[src/include/mempool_cc_consts.svh]
/*
  Build-time constants of the core complex: data and offload id widths,
  cut register choices and the RV32 major opcodes in use
*/
`ifndef MEMPOOL_CC_CONSTS_SVH
`define MEMPOOL_CC_CONSTS_SVH

`define MCC_XLEN 32
`define MCC_ID_W 5

// 1 inserts the cut, 0 bypasses it
`define MCC_CUT_ACC_REQ  1
`define MCC_CUT_ACC_RSP  1
`define MCC_CUT_TCDM_REQ 0
`define MCC_CUT_TCDM_RSP 0

`define MCC_OPC_OP    7'b0110011
`define MCC_OPC_OPIMM 7'b0010011
`define MCC_OPC_LOAD  7'b0000011
`define MCC_OPC_STORE 7'b0100011

`endif

[src/rtl/mempool_regfile.sv]
/*
  32 x 32 register file, two combinational read ports, one write port
*/
`timescale 1ns/1ps
`include "mempool_cc_consts.svh"

module mempool_regfile (
  input  logic                 clk_i,
  input  logic                 rst_i,
  input  logic [4:0]           raddr_a_i,
  input  logic [4:0]           raddr_b_i,
  output logic [`MCC_XLEN-1:0] rdata_a_o,
  output logic [`MCC_XLEN-1:0] rdata_b_o,
  input  logic [4:0]           waddr_i,
  input  logic [`MCC_XLEN-1:0] wdata_i,
  input  logic                 we_i
);

  // x0 has no storage
  logic [`MCC_XLEN-1:0] regs_q [1:31];

  always_ff @(posedge clk_i or posedge rst_i) begin
    if (rst_i) begin
      for (int i = 1; i < 32; i++) begin
        regs_q[i] <= '0;
      end
    end else if (we_i && (waddr_i != 5'd0)) begin
      regs_q[waddr_i] <= wdata_i;
    end
  end

  assign rdata_a_o = (raddr_a_i == 5'd0) ? '0 : regs_q[raddr_a_i];
  assign rdata_b_o = (raddr_b_i == 5'd0) ? '0 : regs_q[raddr_b_i];

endmodule

[config.mk]
export PLATFORM = sky130hd
export DESIGN_NAME = mempool_regfile
export DESIGN_NICKNAME = d
export VERILOG_FILES = /design/src/rtl/mempool_regfile.sv
export VERILOG_INCLUDE_DIRS = /design/src /design/src/include
export SDC_FILE = /design/constraint.sdc
export NUM_CORES = 2
export LEC_CHECK = 0
export BUFFER_PORTS_ARGS = -buffer_cell sky130_fd_sc_hd__buf_2
export CAP_MARGIN = 20
export CORE_UTILIZATION = 50
export DETAILED_ROUTE_END_ITERATION = 6
export PLACE_DENSITY = 0.65
export SLEW_MARGIN = 20
export SYNTH_ARGS = -nofsm -noshare
export SYNTH_HDL_FRONTEND = slang
export SYNTH_SLANG_ARGS = --single-unit
[constraint.sdc]
create_clock -name clk_i -period 36.6 [get_ports clk_i]
set_clock_uncertainty 0.05 [all_clocks]
set_input_delay 10.98 -clock clk_i [delete_from_list [all_inputs] [get_ports clk_i]]
set_output_delay 10.98 -clock clk_i [all_outputs]
set_load 0.01 [all_outputs]
==> metrics.md <==
| Metric | Value |
|---|---|
| Total Wirelength | 168 mm |
| Crit start category | input pin |
| Buffers on Ports | 113 |
| Row cnt | 119 |
| Relative slew slack | 17.7% |
| Area Growth Syn to Fin | 9.67% |
| Drt first pass iters | 7 |
| Worst Slack Setup Final | 10.91 ns |
| Via Count | 35082 |
| Max reg flops | 992 |
| Post-DP HPWL | 91.5 mm |
| Crit-path max FO | 85 |
| Worst-path clk slew | 0.06 ns |
| CP max stage delay | 0.76 ns |
| Global-route wire length before repair | 249 mm |
| GPL Wtd Cong | 0.795 |
| Number of global-route vias before repair | 35619 |
| Post-Syn Area | 0.0535 mm^2 |
| Post-synthesis sequential area ratio | 46.4% |
| Static Leak | 25.4 nW |
| Critical-path top delay cell | buf_4 |
| Post-synth cell types | 48 |
| Cts bufs inserted | 107 |
| Ys async rst share | 100% |
| Total GRT Usage | 31.5% |
| Grt ovf | 0 |
| Hold buffers post-CTS | 0 |
| Most flops, register | regs_q |
| Die Wd | 329 um |
| Die Y | 329 um |
| Largest net degree at the start of global routing | 160 |
| Final setup fails | 0 |
| Post-Syn Instances | 3766 |
| Data arrival, critical path | 14.66 ns |
| Htree depth | 3 |
| Area of the die | 0.108 mm^2 |
| Required @ worst endpoint | 25.57 ns |
| CTS root buf | clkbuf_16 |
| Clock Latency Late Sink | 0.68 ns |
| Pwr dens | 56.0 mW/mm^2 |
| Final Hold Vio Count | 0 |
| Synth warn | 0 |
| Critical path startpoint | raddr_a_i[0] |
| HP Class | reg2reg |
| Initial antenna violation count | 16 |
| CTS tree | yes |
| Setup TNS | 0 ns |
| CP top delay family | buffers and inverters |
| ANT nets after route | 0 |
| Post-Syn Nets | 3816 |
| Worst-Margin Slew | 1.22 ns |
| CTS Buffer Depth | 3 |
| Setup CP Type | in2out |
| Post-place setup slack | 10.86 ns |
| Share of cells above drive strength 1 | 50.0% |
| Worst setup EP type | output port |
| Buf/Inv on CP | 4 |
| RSZ-0062 raised after global routing | no |
| Post_cts resized | 0 |
| Largest registers | regs_q x992 |
| Max Cap Violations | 0 |
| Hold_sp | regs_q[417] |
| Worst R2R Start | regs_q[335] |
| Register bit total from synthesis | 992 |
| Initial core utilization | 50.6% |
| Period utilisation layout | 70.2% |
| Worst path cell trace | buf_8, buf_12, buf_4, mux4_2, mux2i_1, o32a_1, o221ai_1, buf_2 |
| IO Count | 114 |
| Primary FF master, synth | dfrtp_1 |
| Initial drt markers | 3500 |
| Clock sinks | 992 |
| Peak VDD IR | 47.6 uV |
| Min Clock Period, post-route | 25.69 ns |
| Routed wire length per instance | 32.6 um |
| Max Clk Rate | 0.0389 GHz |
| Nets | 3717 |
| Worst hold slack | 0.472 ns |
| Synth Area per Inst | 14.2 um^2 |
| Core box area | 0.106 mm^2 |
| Status | finished with violations |
| Setup Fix Bufs, Post-CTS | 0 |
| Vias per cell | 6.81 |
| EDFF count, synth | 0 |
| Max-slew violation count | 0 |
| Failing checks | design-rule violations |
| DRC Markers | 12 |
worst paths after layout:
kind,depth (start not counted),to,slack (ns)
max in group asynchronous,6,regs_q[168],23.66
max,8,rdata_a_o[21],10.91
min in group asynchronous,2,regs_q[466],10.22
max reg2reg,1,regs_q[335],35.72
min reg2reg,1,regs_q[417],0.47
min,1,regs_q[417],0.47
report_power, final:
part / switching (mW) / total (mW) / internal (mW)
combinational: 0.278 / 0.671 / 0.393
sequential: 0.160 / 1.47 / 1.31
clock: 0.465 / 1.14 / 0.674
total: 0.902 / 3.28 / 2.38
logic make-up (layout without fill, tap and decap cells):
group	after synthesis	in the layout	share of synthesized area, %
simple gates	425	425	3.61
compound gates	318	318	3.95
other cells	0	6	0
flops	992	992	46.4
buf+inv	406	395	3.45
mux	1625	1625	42.5
placed cells by master, fill, tap and decap left out, drive strengths merged, types with 43 or more instances in the layout:
cell / n
a221oi: 54
nor2: 67
a21oi: 115
nand3: 43
nor2b: 57
mux2: 1072
clkbuf: 158
mux4: 408
buf: 190
nand2: 193
mux2i: 145
dfrtp: 992
through the flow:
step	cell area, um^2	instances	total power, mW	utilization [%]
CTS	58600	5144	3.29	55.5
global placement	54900	4947	2.13	52.0
floorplan	53500	3766	1.97	-
finish	58600	5152	3.28	55.5
global route	58600	5150	3.42	55.5
detailed placement	54900	4947	2.15	52.0
cells in the mapped netlist (43+ instances only):
cell type | number | share of area, %
a21oi_1 | 115 | 1.1
a221oi_1 | 54 | 0.88
buf_1 | 61 | 0.43
buf_2 | 101 | 0.95
clkbuf_1 | 195 | 1.4
dfrtp_1 | 992 | 46
mux2_2 | 1072 | 23
mux2i_1 | 145 | 2.7
mux4_2 | 399 | 17
nand2_1 | 193 | 1.4
nand3_1 | 43 | 0.40
nor2_1 | 67 | 0.47
nor2b_1 | 57 | 0.67
cell type report:
cell class,count,area (um^2)
Fill cell,8640,46900
Multi-Input combinational cell,2368,27000
Sequential cell,992,24800
Clock buffer,158,3160
Tap cell,1391,1740
Timing Repair Buffer,190,1310
Clock inverter,39,523
Inverter,8,36.3
Antenna cell,6,15.0
per-layer routing:
layer	vias up	wire, um	track usage, %
met1	19005	72200	45.9
li1	14156	-	-
met2	1550	75800	47.2
met4	8	6630	11.6
met5	-	49	0
met3	363	13200	5.93
Note: power is estimated with default switching activity, not from simulation.
