<file path="config.mk">
export PLATFORM = sky130hd
export DESIGN_NAME = mempool_ipu
export DESIGN_NICKNAME = d
export VERILOG_FILES = /design/src/rtl/mempool_cc_pkg.sv /design/src/rtl/mempool_ipu.sv
export VERILOG_INCLUDE_DIRS = /design/src /design/src/include
export SDC_FILE = /design/constraint.sdc
export NUM_CORES = 2
export LEC_CHECK = 0
export BUFFER_PORTS_ARGS = -buffer_cell sky130_fd_sc_hd__buf_2
export CAP_MARGIN = 20
export CORE_MARGIN = 2
export CORE_UTILIZATION = 60
export CTS_CLUSTER_DIAMETER = 150
export DETAILED_ROUTE_END_ITERATION = 7
export PLACE_DENSITY_LB_ADDON = 0.05
export SETUP_SLACK_MARGIN = 0.5
export SLEW_MARGIN = 20
export SYNTH_ARGS = -nofsm -noshare
export SYNTH_HDL_FRONTEND = slang
export SYNTH_SLANG_ARGS = --single-unit
</file>
<file path="constraint.sdc">
create_clock -name clk_i -period 5.1 [get_ports clk_i]
set_clock_uncertainty 0.1 [all_clocks]
set_input_delay 0.51 -clock clk_i [delete_from_list [all_inputs] [get_ports clk_i]]
set_output_delay 0.51 -clock clk_i [all_outputs]
set_load 0.02 [all_outputs]
</file>
<file path="src/include/mempool_cc_consts.svh">
/*
  Build-time constants of the core complex: data and offload id widths,
  cut register choices and the RV32 major opcodes in use
*/
`ifndef MEMPOOL_CC_CONSTS_SVH
`define MEMPOOL_CC_CONSTS_SVH

`define MCC_XLEN 32
`define MCC_ID_W 5

// 1 inserts the cut, 0 bypasses it
`define MCC_CUT_ACC_REQ  1
`define MCC_CUT_ACC_RSP  1
`define MCC_CUT_TCDM_REQ 0
`define MCC_CUT_TCDM_RSP 0

`define MCC_OPC_OP    7'b0110011
`define MCC_OPC_OPIMM 7'b0010011
`define MCC_OPC_LOAD  7'b0000011
`define MCC_OPC_STORE 7'b0100011

`endif

</file>
<file path="src/rtl/mempool_cc_pkg.sv">
/*
  Types of the core complex: instruction word formats, the instruction
  union and the offload opcode enum
*/
package mempool_cc_pkg;

  typedef struct packed {
    logic [6:0] funct7;
    logic [4:0] rs2;
    logic [4:0] rs1;
    logic [2:0] funct3;
    logic [4:0] rd;
    logic [6:0] opcode;
  } r_type_t;

  typedef struct packed {
    logic [11:0] imm;
    logic [4:0]  rs1;
    logic [2:0]  funct3;
    logic [4:0]  rd;
    logic [6:0]  opcode;
  } i_type_t;

  typedef struct packed {
    logic [6:0] imm_hi;
    logic [4:0] rs2;
    logic [4:0] rs1;
    logic [2:0] funct3;
    logic [4:0] imm_lo;
    logic [6:0] opcode;
  } s_type_t;

  // One fetched word, seen through each format
  typedef union packed {
    r_type_t r_type;
    i_type_t i_type;
    s_type_t s_type;
  } instr_t;

  typedef enum logic [1:0] {
    MUL   = 2'd0,
    MULHU = 2'd1,
    DIVU  = 2'd2,
    REMU  = 2'd3
  } ipu_op_e;

endpackage

</file>
<file path="src/rtl/mempool_ipu.sv">
/*
  Integer processing unit: two-stage multiplier and a bit-serial
  unsigned restoring divider behind one offload request/response port
*/
`timescale 1ns/1ps
`include "mempool_cc_consts.svh"

module mempool_ipu (
  input  logic                   clk_i,
  input  logic                   rst_i,
  input  mempool_cc_pkg::ipu_op_e qop_i,
  input  logic [`MCC_ID_W-1:0]   qid_i,
  input  logic [`MCC_XLEN-1:0]   qarga_i,
  input  logic [`MCC_XLEN-1:0]   qargb_i,
  input  logic                   qvalid_i,
  output logic                   qready_o,
  output logic [`MCC_XLEN-1:0]   pdata_o,
  output logic [`MCC_ID_W-1:0]   pid_o,
  output logic                   pvalid_o,
  input  logic                   pready_i
);

  logic                      busy_q, pvalid_q;
  logic [5:0]                cnt_q;
  mempool_cc_pkg::ipu_op_e   op_q;
  logic [`MCC_ID_W-1:0]      id_q;
  logic [2*`MCC_XLEN-1:0]    prod_q;
  logic [`MCC_XLEN-1:0]      quo_q, rem_q, dvs_q, res_q;
  logic [`MCC_XLEN:0]        rem_shift, diff;
  logic [`MCC_XLEN-1:0]      quo_next, rem_next;
  logic                      req_fire, rsp_fire, q_is_div, op_is_div, last;

  assign req_fire  = qvalid_i & qready_o;
  assign rsp_fire  = pvalid_q & pready_i;
  assign q_is_div  = (qop_i == mempool_cc_pkg::DIVU) || (qop_i == mempool_cc_pkg::REMU);
  assign op_is_div = (op_q == mempool_cc_pkg::DIVU) || (op_q == mempool_cc_pkg::REMU);
  assign last      = busy_q && (cnt_q == 6'd1);

  // --------------------
  // Divider step
  // --------------------
  // A zero divisor never borrows: quotient all ones, remainder the dividend
  assign rem_shift = {rem_q, quo_q[`MCC_XLEN-1]};
  assign diff      = rem_shift - {1'b0, dvs_q};
  assign rem_next  = diff[`MCC_XLEN] ? rem_shift[`MCC_XLEN-1:0] : diff[`MCC_XLEN-1:0];
  assign quo_next  = {quo_q[`MCC_XLEN-2:0], ~diff[`MCC_XLEN]};

  always_ff @(posedge clk_i or posedge rst_i) begin
    if (rst_i) begin
      busy_q   <= 1'b0;
      pvalid_q <= 1'b0;
      cnt_q    <= '0;
    end else begin
      if (req_fire) begin
        busy_q <= 1'b1;
        cnt_q  <= q_is_div ? 6'd32 : 6'd1;
      end else if (busy_q) begin
        cnt_q <= cnt_q - 6'd1;
        if (last) begin
          busy_q   <= 1'b0;
          pvalid_q <= 1'b1;
        end
      end
      if (rsp_fire) begin
        pvalid_q <= 1'b0;
      end
    end
  end

  // Operands and results
  always_ff @(posedge clk_i) begin
    if (req_fire) begin
      op_q   <= qop_i;
      id_q   <= qid_i;
      prod_q <= {{`MCC_XLEN{1'b0}}, qarga_i} * {{`MCC_XLEN{1'b0}}, qargb_i};
      quo_q  <= qarga_i;
      dvs_q  <= qargb_i;
      rem_q  <= '0;
    end else if (busy_q && op_is_div) begin
      quo_q <= quo_next;
      rem_q <= rem_next;
    end
    if (last) begin
      case (op_q)
        mempool_cc_pkg::MULHU: res_q <= prod_q[2*`MCC_XLEN-1:`MCC_XLEN];
        mempool_cc_pkg::DIVU:  res_q <= quo_next;
        mempool_cc_pkg::REMU:  res_q <= rem_next;
        default:               res_q <= prod_q[`MCC_XLEN-1:0];
      endcase
    end
  end

  // One operation at a time, including its pending response
  assign qready_o = ~busy_q & ~pvalid_q;
  assign pvalid_o = pvalid_q;
  assign pdata_o  = res_q;
  assign pid_o    = id_q;

endmodule

</file>
==> parameters.txt <==
Parameter                              Value

Worst setup path
  Buffers plus inverters on the worst setup path    4
  Library cell appearing most often on the critical path    sky130_fd_sc_hd__fa_1
  Critical-path top delay cell    sky130_fd_sc_hd__fa_2
  Cell family contributing the most delay on the critical path    adder cells
  Required time of the critical path    5.26 ns
  Worst Path Class, Setup    in -> reg
  Ordered list of cells on the worst path    buf_12 > buf_12 > buf_12 > nand2_4 > fa_1 > inv_1 > fa_1 > fa_1 > fa_1 > fa_1 > fa_1 > fa_1 > fa_2 > ha_4 > and3_4 > and2_4 > a311o_1 > a21oi_2 > a2bb2oi_2 > nand3_4 > and3_1 > or3_1 > xnor2_1
  Critical Path AT    7.32 ns
  Type of origin of the critical path    primary input
  Max Fanout on Critical Path    7
  Critical path's largest stage delay    0.58 ns
  Kind of end point of the critical path    flip-flop

Synth
  Simple-gate portion of the synthesized area    16.2%
  Per-instance average area after synthesis    9.47 um2
  Combinational family with the most area after synthesis    adder cells
  Number of instances in the synthesized netlist    4,543
  Fraction of registers with async set/reset    3.86%
  Xor-xnor portion of the synthesized cell area    1.87%
  Number of synthesized flops with an enable pin    167
  Number of warning messages in the yosys log    0
  Syn_nets    5,812
  Number of library cell types mapped by synthesis    71
  Cell area after synthesis    43,000 um2
  Post-synthesis share of cell area spent on full adders, half adders and majority gates    50.4%
  Fraction of the mapped netlist area in compound gates    5.93%
  Dominant synthesized flop cell    sky130_fd_sc_hd__edfxtp_1
  Register bit total from synthesis    207
  Multiplexer fraction of the synthesized cell area    1.65%
  Proportion of synthesized chip area in sequential cells    13.6%

Placed design
  Placed Cells incl. Taps    5,836
  Total of buffers placed on input and output ports    113
  Post-place instance area    48,600 um2
  Post-DP HPWL    99,900 um
  Final weighted congestion in routability-driven placement    0.932
  Setup slack after placement    -2.94 ns

Drt
  Number of detailed-routing iterations run before antenna repair    7
  Routed wire length per instance    20.7 um
  Remaining number of nets flagged by the antenna check after routing    0
  Total wirelength of the detailed-routed design    124,000 um
  DRC viols    0
  Via density per instance    5.54
  Number of vias after detailed routing    33.1k
  Detailed router's first-iteration violation count    2,246

Clock tree
  CTS tree    yes
  Clock-pin transition on the worst setup and hold timing paths    0.06 ns
  Worst-Skew Late Latency    0.52 ns
  Root buffer cell    sky130_fd_sc_hd__clkbuf_16
  Sinks on the clock net    207
  Number of buffers created by CTS    23
  Clock buffer depth    3
  Maximum level of the CTS H-tree    1

Outcome
  Run status    finished, violations left
  Violations in the final reports    negative setup slack

Floorplan
  Top-level port count    114
  Initial core utilization    60.4%
  Die Outline Area    73,900 um2
  Floorplan row count    98
  Core Area    71,200 um2
  Chip Height    272 um
  Width of the die    272 um

STA
  Share of the clock period used by the worst path    140%
  Fin Hold WS    0.0768 ns
  Slew Viols, Final    0
  Clock period minus worst slack    7.16 ns
  Unrepaired setup endpoints after global routing    true
  Setup ws final    -2.06 ns
  Total setup violations reported at the end of the flow    55
  Worst slew margin relative to its limit    23.0%
  Worst Max-Slew Pin Slew    1.15 ns
  F_max    140 MHz
  Final Hold Vio Count    0

Global route
  Number of global-route vias before repair    35.5k
  First-pass GRT wire length    198,000 um
  Residual overflow from global routing    0
  Overall track demand over capacity in global routing    34.5%
  Maximum number of pins on one net before global-route repair    100
  Number of antenna violations at the first check in global routing    2

Cells and area
  Share of final-layout standard cells stronger than drive strength 1    20.7%
  Final layout net count    6,273
  Layout filler cell count    5,153
  Finished Cell Area    52,000 um2
  Most common cell after layout, fill and taps aside    sky130_fd_sc_hd__inv_1
  Final cell count without fillers    5,972
  Layout-stage area growth over the synthesis result    20.8%
  Top library cells by usage in the layout, fill and taps aside    904 x sky130_fd_sc_hd__inv_1, 858 x sky130_fd_sc_hd__fa_1, 609 x sky130_fd_sc_hd__nand2_1, 538 x sky130_fd_sc_hd__and2_1, 457 x sky130_fd_sc_hd__buf_4

Job
  Number of max-cap violations    0

Min path
  Path class of the lowest-slack min-delay path    in -> reg
timing repair:
action	CTS	global route
endpoints found under the setup margin	56	58
hold endpoints to repair	8	0
hold buffers	1	0
pin swaps	108	92
cloned	2	1
gates resized for setup	304	130
setup buffers	58	31
worst paths after layout:
check                             from  cells after the start          end  slack, ns
setup / recovery           qarga_i[11]                     23   prod_q[63]      -2.06
hold / removal                qid_i[2]                      1     pid_o[2]       0.08
setup reg to reg             quo_q[31]                     14  pdata_o[26]       0.77
hold reg to reg               rem_q[8]                      2     rem_q[8]       0.39
max in group asynchronous        rst_i                      3     cnt_q[4]       4.25
min in group asynchronous        rst_i                      3     cnt_q[3]       0.40
cell type report:
type	instances	area [um2]	area share, %
Inverter	930	3500	6.73
Clock inverter	15	133	0.255
Timing Repair Buffer	689	6420	12.4
Clock buffer	27	591	1.14
Multi-Input combinational cell	3153	34300	66.0
Tap cell	950	1190	2.29
Antenna cell	1	2.50	0.00482
Sequential cell	207	5860	11.3
state kept, by name (all words and copies together) (netlist names):
| register | count |
|---|---|
| prod_q | 64 |
| cnt_q | 6 |
| busy_q | 1 |
| rem_q | 32 |
| pid_o | 5 |
| quo_q | 32 |
| pdata_o | 32 |
| dvs_q | 32 |
| op_q | 2 |
| pvalid_o | 1 |
synth_stat cells, types with 34 or more instances:
| master | count | area [um2] |
|---|---|---|
| sky130_fd_sc_hd__mux2i_1 | 38 | 380 |
| sky130_fd_sc_hd__ha_1 | 297 | 3720 |
| sky130_fd_sc_hd__inv_1 | 930 | 3490 |
| sky130_fd_sc_hd__nand2_1 | 628 | 2360 |
| sky130_fd_sc_hd__a21oi_1 | 137 | 686 |
| sky130_fd_sc_hd__a21o_1 | 34 | 255 |
| sky130_fd_sc_hd__xnor2_1 | 56 | 490 |
| sky130_fd_sc_hd__xor2_1 | 34 | 298 |
| sky130_fd_sc_hd__fa_1 | 897 | 18000 |
| sky130_fd_sc_hd__o21ai_0 | 91 | 455 |
| sky130_fd_sc_hd__edfxtp_1 | 167 | 5010 |
| sky130_fd_sc_hd__nor2_1 | 58 | 218 |
| sky130_fd_sc_hd__and2_1 | 589 | 3680 |
| sky130_fd_sc_hd__clkbuf_1 | 243 | 912 |
per-layer routing:
metal	track usage [%]	vias to the layer above	part of all wire (%)
met4	11.3	2	3.9
li1	-	14700	-
met2	59.0	1157	50
met3	3.41	255	5.6
met5	0	-	0.010
met1	46.5	17000	41
through the flow:
stage / utilization [%] / TNS, ns
after floorplan: - / -81.32
after global placement: 68.2 / -122.81
after detailed placement: 68.2 / -126.27
after CTS: 71.7 / -82.13
after global routing: 72.9 / -95.45
final: 72.9 / -87.29
logic make-up after synthesis:
group | Yosys count
xor+xnor | 91
simple gates | 1395
compound gates | 407
mux | 66
buf+inv | 1183
flops | 207
fa+ha+maj | 1194
Power is not shown: default switching activity piles up to over one toggle a cycle in this logic, so the estimate is an artifact.
