File: src/include/mempool_cc_consts.svh
/*
  Build-time constants of the core complex: data and offload id widths,
  cut register choices and the RV32 major opcodes in use
*/
`ifndef MEMPOOL_CC_CONSTS_SVH
`define MEMPOOL_CC_CONSTS_SVH

`define MCC_XLEN 32
`define MCC_ID_W 5

// 1 inserts the cut, 0 bypasses it
`define MCC_CUT_ACC_REQ  1
`define MCC_CUT_ACC_RSP  1
`define MCC_CUT_TCDM_REQ 0
`define MCC_CUT_TCDM_RSP 0

`define MCC_OPC_OP    7'b0110011
`define MCC_OPC_OPIMM 7'b0010011
`define MCC_OPC_LOAD  7'b0000011
`define MCC_OPC_STORE 7'b0100011

`endif

File: src/rtl/mempool_cc_pkg.sv
/*
  Types of the core complex: instruction word formats, the instruction
  union and the offload opcode enum
*/
package mempool_cc_pkg;

  typedef struct packed {
    logic [6:0] funct7;
    logic [4:0] rs2;
    logic [4:0] rs1;
    logic [2:0] funct3;
    logic [4:0] rd;
    logic [6:0] opcode;
  } r_type_t;

  typedef struct packed {
    logic [11:0] imm;
    logic [4:0]  rs1;
    logic [2:0]  funct3;
    logic [4:0]  rd;
    logic [6:0]  opcode;
  } i_type_t;

  typedef struct packed {
    logic [6:0] imm_hi;
    logic [4:0] rs2;
    logic [4:0] rs1;
    logic [2:0] funct3;
    logic [4:0] imm_lo;
    logic [6:0] opcode;
  } s_type_t;

  // One fetched word, seen through each format
  typedef union packed {
    r_type_t r_type;
    i_type_t i_type;
    s_type_t s_type;
  } instr_t;

  typedef enum logic [1:0] {
    MUL   = 2'd0,
    MULHU = 2'd1,
    DIVU  = 2'd2,
    REMU  = 2'd3
  } ipu_op_e;

endpackage

File: src/rtl/mempool_core_ctrl.sv
/*
  Core controller: fetch, decode, issue of offloads and TCDM requests,
  and register writeback
*/
`timescale 1ns/1ps
`include "mempool_cc_consts.svh"

module mempool_core_ctrl (
  input  logic                    clk_i,
  input  logic                    rst_i,
  output logic [`MCC_XLEN-1:0]    inst_addr_o,
  input  logic [31:0]             inst_data_i,
  output logic                    inst_valid_o,
  input  logic                    inst_ready_i,
  output logic [4:0]              rf_raddr_a_o,
  output logic [4:0]              rf_raddr_b_o,
  input  logic [`MCC_XLEN-1:0]    rf_rdata_a_i,
  input  logic [`MCC_XLEN-1:0]    rf_rdata_b_i,
  output logic [4:0]              rf_waddr_o,
  output logic [`MCC_XLEN-1:0]    rf_wdata_o,
  output logic                    rf_we_o,
  output mempool_cc_pkg::ipu_op_e acc_qop_o,
  output logic [`MCC_ID_W-1:0]    acc_qid_o,
  output logic [`MCC_XLEN-1:0]    acc_qarga_o,
  output logic [`MCC_XLEN-1:0]    acc_qargb_o,
  output logic                    acc_qvalid_o,
  input  logic                    acc_qready_i,
  input  logic [`MCC_XLEN-1:0]    acc_pdata_i,
  input  logic [`MCC_ID_W-1:0]    acc_pid_i,
  input  logic                    acc_pvalid_i,
  output logic                    acc_pready_o,
  output logic [`MCC_XLEN-1:0]    data_qaddr_o,
  output logic                    data_qwrite_o,
  output logic [`MCC_XLEN-1:0]    data_qdata_o,
  output logic                    data_qvalid_o,
  input  logic                    data_qready_i,
  input  logic [`MCC_XLEN-1:0]    data_pdata_i,
  input  logic                    data_pvalid_i,
  output logic                    data_pready_o
);

  localparam logic [2:0] StIdle     = 3'd0;
  localparam logic [2:0] StFetch    = 3'd1;
  localparam logic [2:0] StDecode   = 3'd2;
  localparam logic [2:0] StExec     = 3'd3;
  localparam logic [2:0] StWaitAcc  = 3'd4;
  localparam logic [2:0] StWaitTcdm = 3'd5;

  logic [2:0]             state_q, state_d;
  logic [`MCC_XLEN-1:0]   pc_q, imm_i, imm_s, addi_sum;
  mempool_cc_pkg::instr_t instr_q;
  logic                   req_done_q, is_addi, is_load, is_store, is_mdu;

  // --------------------
  // Decode
  // --------------------
  assign imm_i = {{(`MCC_XLEN-12){instr_q.i_type.imm[11]}}, instr_q.i_type.imm};
  assign imm_s = {{(`MCC_XLEN-12){instr_q.s_type.imm_hi[6]}},
                  instr_q.s_type.imm_hi, instr_q.s_type.imm_lo};

  assign is_addi  = (instr_q.i_type.opcode == `MCC_OPC_OPIMM) && (instr_q.i_type.funct3 == 3'b000);
  assign is_load  = (instr_q.i_type.opcode == `MCC_OPC_LOAD) && (instr_q.i_type.funct3 == 3'b010);
  assign is_store = (instr_q.s_type.opcode == `MCC_OPC_STORE) && (instr_q.s_type.funct3 == 3'b010);
  assign is_mdu   = (instr_q.r_type.opcode == `MCC_OPC_OP) && (instr_q.r_type.funct7 == 7'b0000001)
                    && (instr_q.r_type.funct3 inside {3'b000, 3'b011, 3'b101, 3'b111});

  assign rf_raddr_a_o = instr_q.i_type.rs1;
  assign rf_raddr_b_o = instr_q.r_type.rs2;
  assign addi_sum     = rf_rdata_a_i + imm_i;

  always_comb begin
    case (instr_q.r_type.funct3)
      3'b011:  acc_qop_o = mempool_cc_pkg::MULHU;
      3'b101:  acc_qop_o = mempool_cc_pkg::DIVU;
      3'b111:  acc_qop_o = mempool_cc_pkg::REMU;
      default: acc_qop_o = mempool_cc_pkg::MUL;
    endcase
  end

  // Request payloads hold still, the register file does not change while waiting
  assign acc_qid_o     = instr_q.r_type.rd;
  assign acc_qarga_o   = rf_rdata_a_i;
  assign acc_qargb_o   = rf_rdata_b_i;
  assign acc_qvalid_o  = (state_q == StWaitAcc) && !req_done_q;
  assign acc_pready_o  = (state_q == StWaitAcc);

  assign data_qaddr_o  = rf_rdata_a_i + (is_store ? imm_s : imm_i);
  assign data_qwrite_o = is_store;
  assign data_qdata_o  = rf_rdata_b_i;
  assign data_qvalid_o = (state_q == StWaitTcdm) && !req_done_q;
  assign data_pready_o = 1'b1;

  assign inst_addr_o  = pc_q;
  assign inst_valid_o = (state_q == StFetch);

  // --------------------
  // Sequencing
  // --------------------
  always_comb begin
    state_d = state_q;
    case (state_q)
      StIdle:     state_d = StFetch;
      StFetch:    if (inst_ready_i) state_d = StDecode;
      StDecode: begin
        if (is_load || is_store) state_d = StWaitTcdm;
        else if (is_mdu)         state_d = StWaitAcc;
        else                     state_d = StExec;
      end
      StExec:     state_d = StFetch;
      StWaitAcc:  if (acc_pvalid_i) state_d = StFetch;
      StWaitTcdm: if (data_pvalid_i) state_d = StFetch;
      default:    state_d = StIdle;
    endcase
  end

  always_ff @(posedge clk_i or posedge rst_i) begin
    if (rst_i) begin
      state_q    <= StIdle;
      pc_q       <= '0;
      req_done_q <= 1'b0;
    end else begin
      state_q <= state_d;
      if (inst_valid_o && inst_ready_i) begin
        pc_q <= pc_q + `MCC_XLEN'd4;
      end
      if (state_q == StDecode) begin
        req_done_q <= 1'b0;
      end else if ((acc_qvalid_o && acc_qready_i) || (data_qvalid_o && data_qready_i)) begin
        req_done_q <= 1'b1;
      end
    end
  end

  always_ff @(posedge clk_i) begin
    if (inst_valid_o && inst_ready_i) begin
      instr_q <= inst_data_i;
    end
  end

  // Writeback source select, stores write nothing
  always_comb begin
    rf_we_o    = 1'b0;
    rf_waddr_o = instr_q.i_type.rd;
    rf_wdata_o = addi_sum;
    case (state_q)
      StExec:     rf_we_o = is_addi;
      StWaitAcc: begin
        rf_we_o    = acc_pvalid_i;
        rf_waddr_o = acc_pid_i;
        rf_wdata_o = acc_pdata_i;
      end
      StWaitTcdm: begin
        rf_we_o    = data_pvalid_i & is_load;
        rf_wdata_o = data_pdata_i;
      end
      default: ;
    endcase
  end

endmodule

File: config.mk
export PLATFORM = sky130hd
export DESIGN_NAME = mempool_core_ctrl
export DESIGN_NICKNAME = d
export VERILOG_FILES = /design/src/rtl/mempool_cc_pkg.sv /design/src/rtl/mempool_core_ctrl.sv
export VERILOG_INCLUDE_DIRS = /design/src /design/src/include
export SDC_FILE = /design/constraint.sdc
export NUM_CORES = 1
export LEC_CHECK = 0
export ABC_CLOCK_PERIOD_IN_PS = 7100
export BUFFER_PORTS_ARGS = -buffer_cell sky130_fd_sc_hd__buf_2
export CELL_PAD_IN_SITES_DETAIL_PLACEMENT = 1
export CELL_PAD_IN_SITES_GLOBAL_PLACEMENT = 2
export CORE_MARGIN = 1
export CORE_UTILIZATION = 25
export CTS_CLUSTER_DIAMETER = 60
export DETAILED_ROUTE_END_ITERATION = 6
export GPL_ROUTABILITY_DRIVEN = 0
export PLACE_DENSITY = 0.95
export SLEW_MARGIN = 15
export SYNTH_ARGS = -nofsm -noshare
export SYNTH_HDL_FRONTEND = slang
export SYNTH_SLANG_ARGS = --single-unit
File: constraint.sdc
create_clock -name clk_i -period 7.1 [get_ports clk_i]
set_clock_uncertainty 0.05 [all_clocks]
set_input_delay 1.42 -clock clk_i [delete_from_list [all_inputs] [get_ports clk_i]]
set_output_delay 1.42 -clock clk_i [all_outputs]
set_load 0.05 [all_outputs]
==> results of run 1 <==
cells in the final DEF, fill, tap and decap left out, drive strengths merged, types with 4 or more instances in the layout:
cell type	count
a211oi	19
a21o	9
a21oi	71
a31o	4
a31oi	4
and2	13
and3	7
and4	15
buf	298
clkbuf	11
dfrtp	34
edfxtp	32
ha	37
inv	21
mux2	16
mux2i	19
nand2	64
nand2b	7
nand3	19
nand4	19
nor2	65
nor2b	5
nor3	15
o211ai	5
o21a	6
o21ai	48
o21bai	5
o22ai	4
o31ai	7
or3	9
xnor2	43
xor2	27
layer usage:
layer	vias to the layer above	wire length [µm]	global-route usage [%]
met4	0	309	4.074
met3	23	1256	1.953
met1	3335	11480	22.24
met5	-	0	0
li1	3242	-	-
met2	263	13720	33.23
final cells by class:
type                    instances  share of cell area, %
inverters                      20                 0.9029
well taps                     378                  5.688
flip-flops and latches         66                  21.81
clock inverters                 5                 0.6923
repair buffers                298                  18.09
multi-input cells             609                  49.65
clock buffers                  11                  3.175
logic make-up (layout without fill, tap and decap cells):
| group | count (synthesis) | after routing | synth area share (%) |
|---|---|---|---|
| other | 2 | 3 | 0.1066 |
| AOI/OAI and AO/OA | 206 | 206 | 18.41 |
| buffers and inverters | 175 | 334 | 15.85 |
| muxes | 35 | 35 | 5.255 |
| adders and majority gates | 39 | 39 | 7.136 |
| DFF | 66 | 66 | 25.71 |
| xor gates and xnor gates | 70 | 70 | 8.699 |
| and+or+nand+nor | 256 | 256 | 18.84 |
power by group through the flow:
| stage | Clock (mW) | Sequential [mW] | Combinational [mW] |
|---|---|---|---|
| floorplan | 0 | 0.567 | 1.60 |
| global placement | 0 | 0.535 | 2.02 |
| detailed placement | 0 | 0.537 | 2.04 |
| CTS | 0.487 | 0.531 | 2.05 |
| global route | 0.501 | 0.539 | 2.15 |
| finish | 0.476 | 0.530 | 2.03 |
flip-flops by register name, summed over array words and instances, names as in the netlist:
register and cells:
inst_addr_o 30, instr_q 32, req_done_q 1, state_q 3
synth_stat cells (3+ instances only):
library cell  number
nand2b_1           7
nand2_1           64
a31o_2             3
o21bai_1           5
a21oi_1           69
clkbuf_1          13
or4_1              3
o22ai_1            4
ha_1              37
o21ai_1            4
nor2_1            65
and4_1            15
o31ai_1            6
xnor2_1           43
o21a_1             6
buf_2             22
o31a_1             3
nand3_1           19
a21o_1             9
edfxtp_1          32
o211a_1            3
nor3_1            14
o221ai_1           3
a211oi_1          18
o211ai_1           5
nand3b_1           3
inv_1             20
nor2b_1            5
nor4b_1            3
dfrtp_1           34
nand4_1           18
a211o_1            3
and2_1            13
mux2_2            16
o21ai_0           44
buf_4            115
xor2_1            27
buf_1              4
mux2i_1           19
and3_1             7
or3_1              8
a31oi_1            4
through the flow:
stage          hold slack, ns  power [mW]
2_1_floorplan          0.4552       2.165
3_3_place_gp           0.4083       2.556
3_5_place_dp           0.4279       2.581
4_1_cts                0.4398       3.072
5_1_grt                0.4650       3.193
6_report               0.4382       3.041
how the worst max path moves through the flow:
stage | startpoint | end | slack, ns | cells past startpoint
floorplan | instr_q[3] | data_qaddr_o[16] | 1.10 | 13
global placement | instr_q[3] | data_qaddr_o[22] | 1.18 | 14
detailed placement | instr_q[3] | data_qaddr_o[22] | 0.98 | 14
CTS | instr_q[3] | data_qaddr_o[22] | 0.61 | 14
global route | instr_q[3] | data_qaddr_o[22] | 0.40 | 14
finish | instr_q[3] | data_qaddr_o[22] | 0.59 | 14
==> reports/results.tsv, run 1 <==
metric	value	unit
outcome	completed	
die width	169.9	µm
FF-to-FF End	inst_addr_o[29]	
htree depth	3	
Worst Path Buf+Inv	2	
P_int	1.297	mW
Critical Path RT	5.63	ns
switch share	57.33	%
post-synthesis average cell area	8.302	µm²
Setup crit start kind	flip-flop	
Multi-input gate area	4128	µm²
RSZ-0062 raised after global routing	no	
DRC Markers	0	
Core ar.	27780	µm²
sequential share of power	17.4	%
Worst-path clk slew	0.06	ns
non-filler instance count after layout	1387	
Static Leakage	3.849	nW
Fillers	3420	
Cell Rows	61	
pre-CTS setup slack	0.9756	ns
wire length per cell	19.30	µm
Worst Hold End	inst_addr_o[17]	
DRT antenna net count	0	
Area contributors post-synth	edfxtp_1, buf_4, dfrtp_1	
worst-path fanout max	6	
R2R setup slack	3.78	ns
setup tns final	0	ns
Mapped Cells	849	
post-CTS setup repair buffer count	0	
worst-path cell chain	or4_1, or3_4, nor3_4, mux2_2, ha_1, inv_1, fa_1, nor2b_1, o31ai_1, a21oi_1, a211oi_1, o21ai_0, xor2_1, buf_2	
final setup fails	0	
fin crit share	91.73	%
Clock Path Buffers	2	
global-route wire length before repair	40.12	mm
crit-path max cell delay	0.71	ns
Hold Vio Cnt, Final	0	
PnR worst setup slack	0.5871	ns
Post-Syn Area	7048	µm²
Peak VDD IR	0.2764	mV
sequential fraction of the synthesis area	25.71	%
Max Freq	153.5	MHz
number of synthesized register bits	66	
worst skew pair latency	0.33	ns
Starting Density	25.37	%
CP endpoint kind	output port	
Layout area overhead	17.97	%
Worst-Margin Slew	1.025	ns
initial antenna violation count	1	
Total GRT Usage	18.01	%
nets@finish	1215	
Die H	169.9	µm
post-synth cell types	68	
Pre-Repair DR Iteration Count	5	
vias in the first global route	7061	
switching power	1.743	mW
Comb power frac	66.9	%
aggregate global routing overflow	0	
Worst EP arrival	5.04	ns
reg2reg path depth	7	
Clk pwr share	15.7	%
Post-synth EDFFs	32	
DR vias	6863	
final wirelength	26.77	mm
Pins Over Slew Limit	0	
Antenna Cells	0	
area share of the largest cell type after synthesis	13.63	%
CTS tree	yes	
Placed Area	7993	µm²
YS warnings	0	
Via-to-Cell Ratio	4.948	
Worst path slowest cell	a211oi_1	
max_cap viols	0	
critical path type	reg -> out	
CTS Buf Count	9	
hpwl dp	21.90	mm
Storage cell area	1813	µm²
crit-path leading delay family	compound AO/OA/AOI/OAI gates	
layout cells sized above 1	34.29	%
post-cts resize count	0	
IO Pins	393	
clk sinks	66	
type of the most critical hold path	reg -> reg	
clock root cell	clkbuf_16	
async set-or-reset flop fraction in the synthesized netlist	51.52	%
hold path depth	1	
drt initial violations	343	
PwrDens	365.7	nW/µm²
largest net degree at the start of global routing	44	
Period minus WS final	6.513	ns
die area	28870	µm²
Final Util	29.93	%
relative slew slack	31.70	%
worst flop-to-flop path startpoint	state_q[0]	
Yosys top cell by area	edfxtp_1	
most common flop cell mapped by yosys	dfrtp_1	
hold buffer count at CTS	0	
placed cells	1371	
PortBufs	293	
hold wc startpoint	inst_addr_o[17]	
Final Cell Area	8314	µm²
Power figures use the tool's default switching activity.
==> run 2, diff against run 1 <==
--- a/config.mk
+++ b/config.mk
@@ -7,11 +7,11 @@
 export NUM_CORES = 1
 export LEC_CHECK = 0
 export ABC_CLOCK_PERIOD_IN_PS = 7100
-export BUFFER_PORTS_ARGS = -buffer_cell sky130_fd_sc_hd__buf_2
+export BUFFER_PORTS_ARGS = -buffer_cell sky130_fd_sc_hd__clkbuf_2
 export CELL_PAD_IN_SITES_DETAIL_PLACEMENT = 1
 export CELL_PAD_IN_SITES_GLOBAL_PLACEMENT = 2
 export CORE_MARGIN = 1
-export CORE_UTILIZATION = 25
+export CORE_UTILIZATION = 26
 export CTS_CLUSTER_DIAMETER = 60
 export DETAILED_ROUTE_END_ITERATION = 6
 export GPL_ROUTABILITY_DRIVEN = 0
==> reports/results.tsv, run 2 (synthesized netlist as in run 1, its figures left out) <==
metric	value	unit	change
Fillers	3233		-5.5%
Max Freq	157.1	MHz	+2.3%
Core ar.	26350	µm²	-5.1%
Critical Path End	data_qaddr_o[28]		
final setup fails	0		unchanged
reg2reg path depth	6		-1
relative slew slack	27.61	%	-4.1 points
critical path type	reg -> out		
max_cap viols	0		unchanged
Hold Vio Cnt, Final	0		unchanged
setup tns final	0	ns	unchanged
worst setup path start	instr_q[3]		
fin crit share	89.65	%	-2.1 points
wire length per cell	19.68	µm	+2.0%
die width	166.6	µm	-1.9%
Static Leakage	3.873	nW	+0.63%
Cell Rows	59		-3.3%
Total GRT Usage	18.70	%	+0.69 points
Worst-path clk slew	0.06	ns	about the same
die area	27770	µm²	-3.8%
clk sinks	66		unchanged
initial antenna violation count	0		-1
CTS Buf Count	9		unchanged
CP endpoint kind	output port		
Starting Density	26.74	%	+1.4 points
Layout area overhead	17.24	%	
Via-to-Cell Ratio	5.051		+2.1%
aggregate global routing overflow	0		unchanged
Worst-Margin Slew	1.086	ns	+0.06138 ns
clock root cell	clkbuf_16		
Final Util	31.35	%	+1.4 points
outcome	completed		
largest net degree at the start of global routing	48		+9.1%
most frequent cells in the layout	clkbuf_2, a21oi_1, nor2_1, nand2_1, o21ai_0		
Most flops, register	instr_q		
Pre-Repair DR Iteration Count	5		unchanged
Peak VDD IR	0.2337	mV	-15%
post-CTS setup repair buffer count	0		unchanged
Critical Path RT	5.63	ns	about the same
FF-to-FF End	inst_addr_o[20]		
Antenna Cells	0		unchanged
hold buffer count at CTS	0		unchanged
hpwl dp	21.67	mm	-1.1%
RSZ-0062 raised after global routing	no		
worst-path fanout max	6		unchanged
DRC Markers	0		unchanged
Clock Path Buffers	2		unchanged
R2R setup slack	3.80	ns	+0.02 ns
PortBufs	293		unchanged
Multi-input gate area	4128	µm²	unchanged
worst skew pair latency	0.33	ns	about the same
IO Pins	393		unchanged
Largest register FFs	32		unchanged
post-cts resize count	0		unchanged
Storage cell area	1813	µm²	unchanged
CTS tree	yes		
DRT antenna net count	0		unchanged
worst flop-to-flop path startpoint	state_q[0]		
Period minus WS final	6.365	ns	-0.1476 ns
commonest non-fill, non-tap cell in the layout	clkbuf_2		
final wirelength	26.45	mm	-1.2%
Pins Over Slew Limit	0		unchanged
PwrDens	368.7	nW/µm²	+0.81%
Pwr Total	3.046	mW	+0.19%
Setup crit start kind	flip-flop		
htree depth	3		unchanged
layout cells sized above 1	34.29	%	unchanged
drt initial violations	301		-12%
Die H	166.6	µm	-1.9%
DR vias	6789		-1.1%
vias in the first global route	7060		-0.014%
Worst EP arrival	4.90	ns	-0.14 ns
type of the most critical hold path	reg -> reg		
global-route wire length before repair	40.57	mm	+1.1%
nets@finish	1215		unchanged
hold path depth	1		unchanged
[run 2: critical path, stage by stage, from the launching register on]
cell and delay, ns:
edfxtp_1 0.35, or4_1 0.54, or3_4 0.37, nor3_4 0.38, mux2_2 0.39, ha_1 0.23, inv_1 0.09, fa_1 0.22
nor2b_1 0.09, o31a_1 0.26, or3_1 0.38, a21oi_1 0.51, o21ai_0 0.24, xor2_1 0.20, clkbuf_2 0.31
[run 2: metrics by stage]
stage          cell area, µm²  worst slack [ns]  hold WS [ns]  instances
2_1_floorplan            7052             1.101        0.4552        850
5_1_grt                  8263            0.4415        0.4362       1344
4_1_cts                  8263            0.7030        0.4278       1344
3_5_place_dp             7939             1.083        0.4176       1328
3_3_place_gp             7939             1.140        0.4092       1328
6_report                 8263            0.7347        0.4199       1344
[run 2: final cells by class]
cell class | count | share of cell area [%]
Sequential cell | 66 | 21.94
Timing Repair Buffer | 298 | 18.20
Multi-Input combinational cell | 609 | 49.95
Clock inverter | 7 | 1.196
Inverter | 20 | 0.9085
Clock buffer | 9 | 2.726
Tap cell | 335 | 5.073
[run 2: report_power, final]
group          switching (mW)  total (mW)  internal [mW]  leakage (nW)
clock network           0.176       0.486          0.310         0.157
logic                    1.51        2.02          0.513          2.96
registers              0.0644       0.539          0.474         0.760
total                    1.75        3.05           1.30          3.87
[run 2: layer usage]
layer	wire length (µm)	global-route usage [%]	up-vias	share of wire (%)
li1	-	-	3245	-
met1	11680	23.75	3269	44
met2	12830	32.26	248	49
met3	1480	3.683	27	5.6
met4	452	4.750	0	1.7
met5	0	0	-	0
[run 2: worst min-delay path by stage]
stage / startpoint / endpoint / slack, ns
CTS: inst_addr_o[31] / inst_addr_o[31] / 0.43
global placement: inst_addr_o[31] / inst_addr_o[31] / 0.41
floorplan: state_q[2] / state_q[1] / 0.46
detailed placement: inst_addr_o[31] / inst_addr_o[31] / 0.42
finish: inst_addr_o[31] / inst_addr_o[31] / 0.42
global route: inst_addr_o[31] / inst_addr_o[31] / 0.44
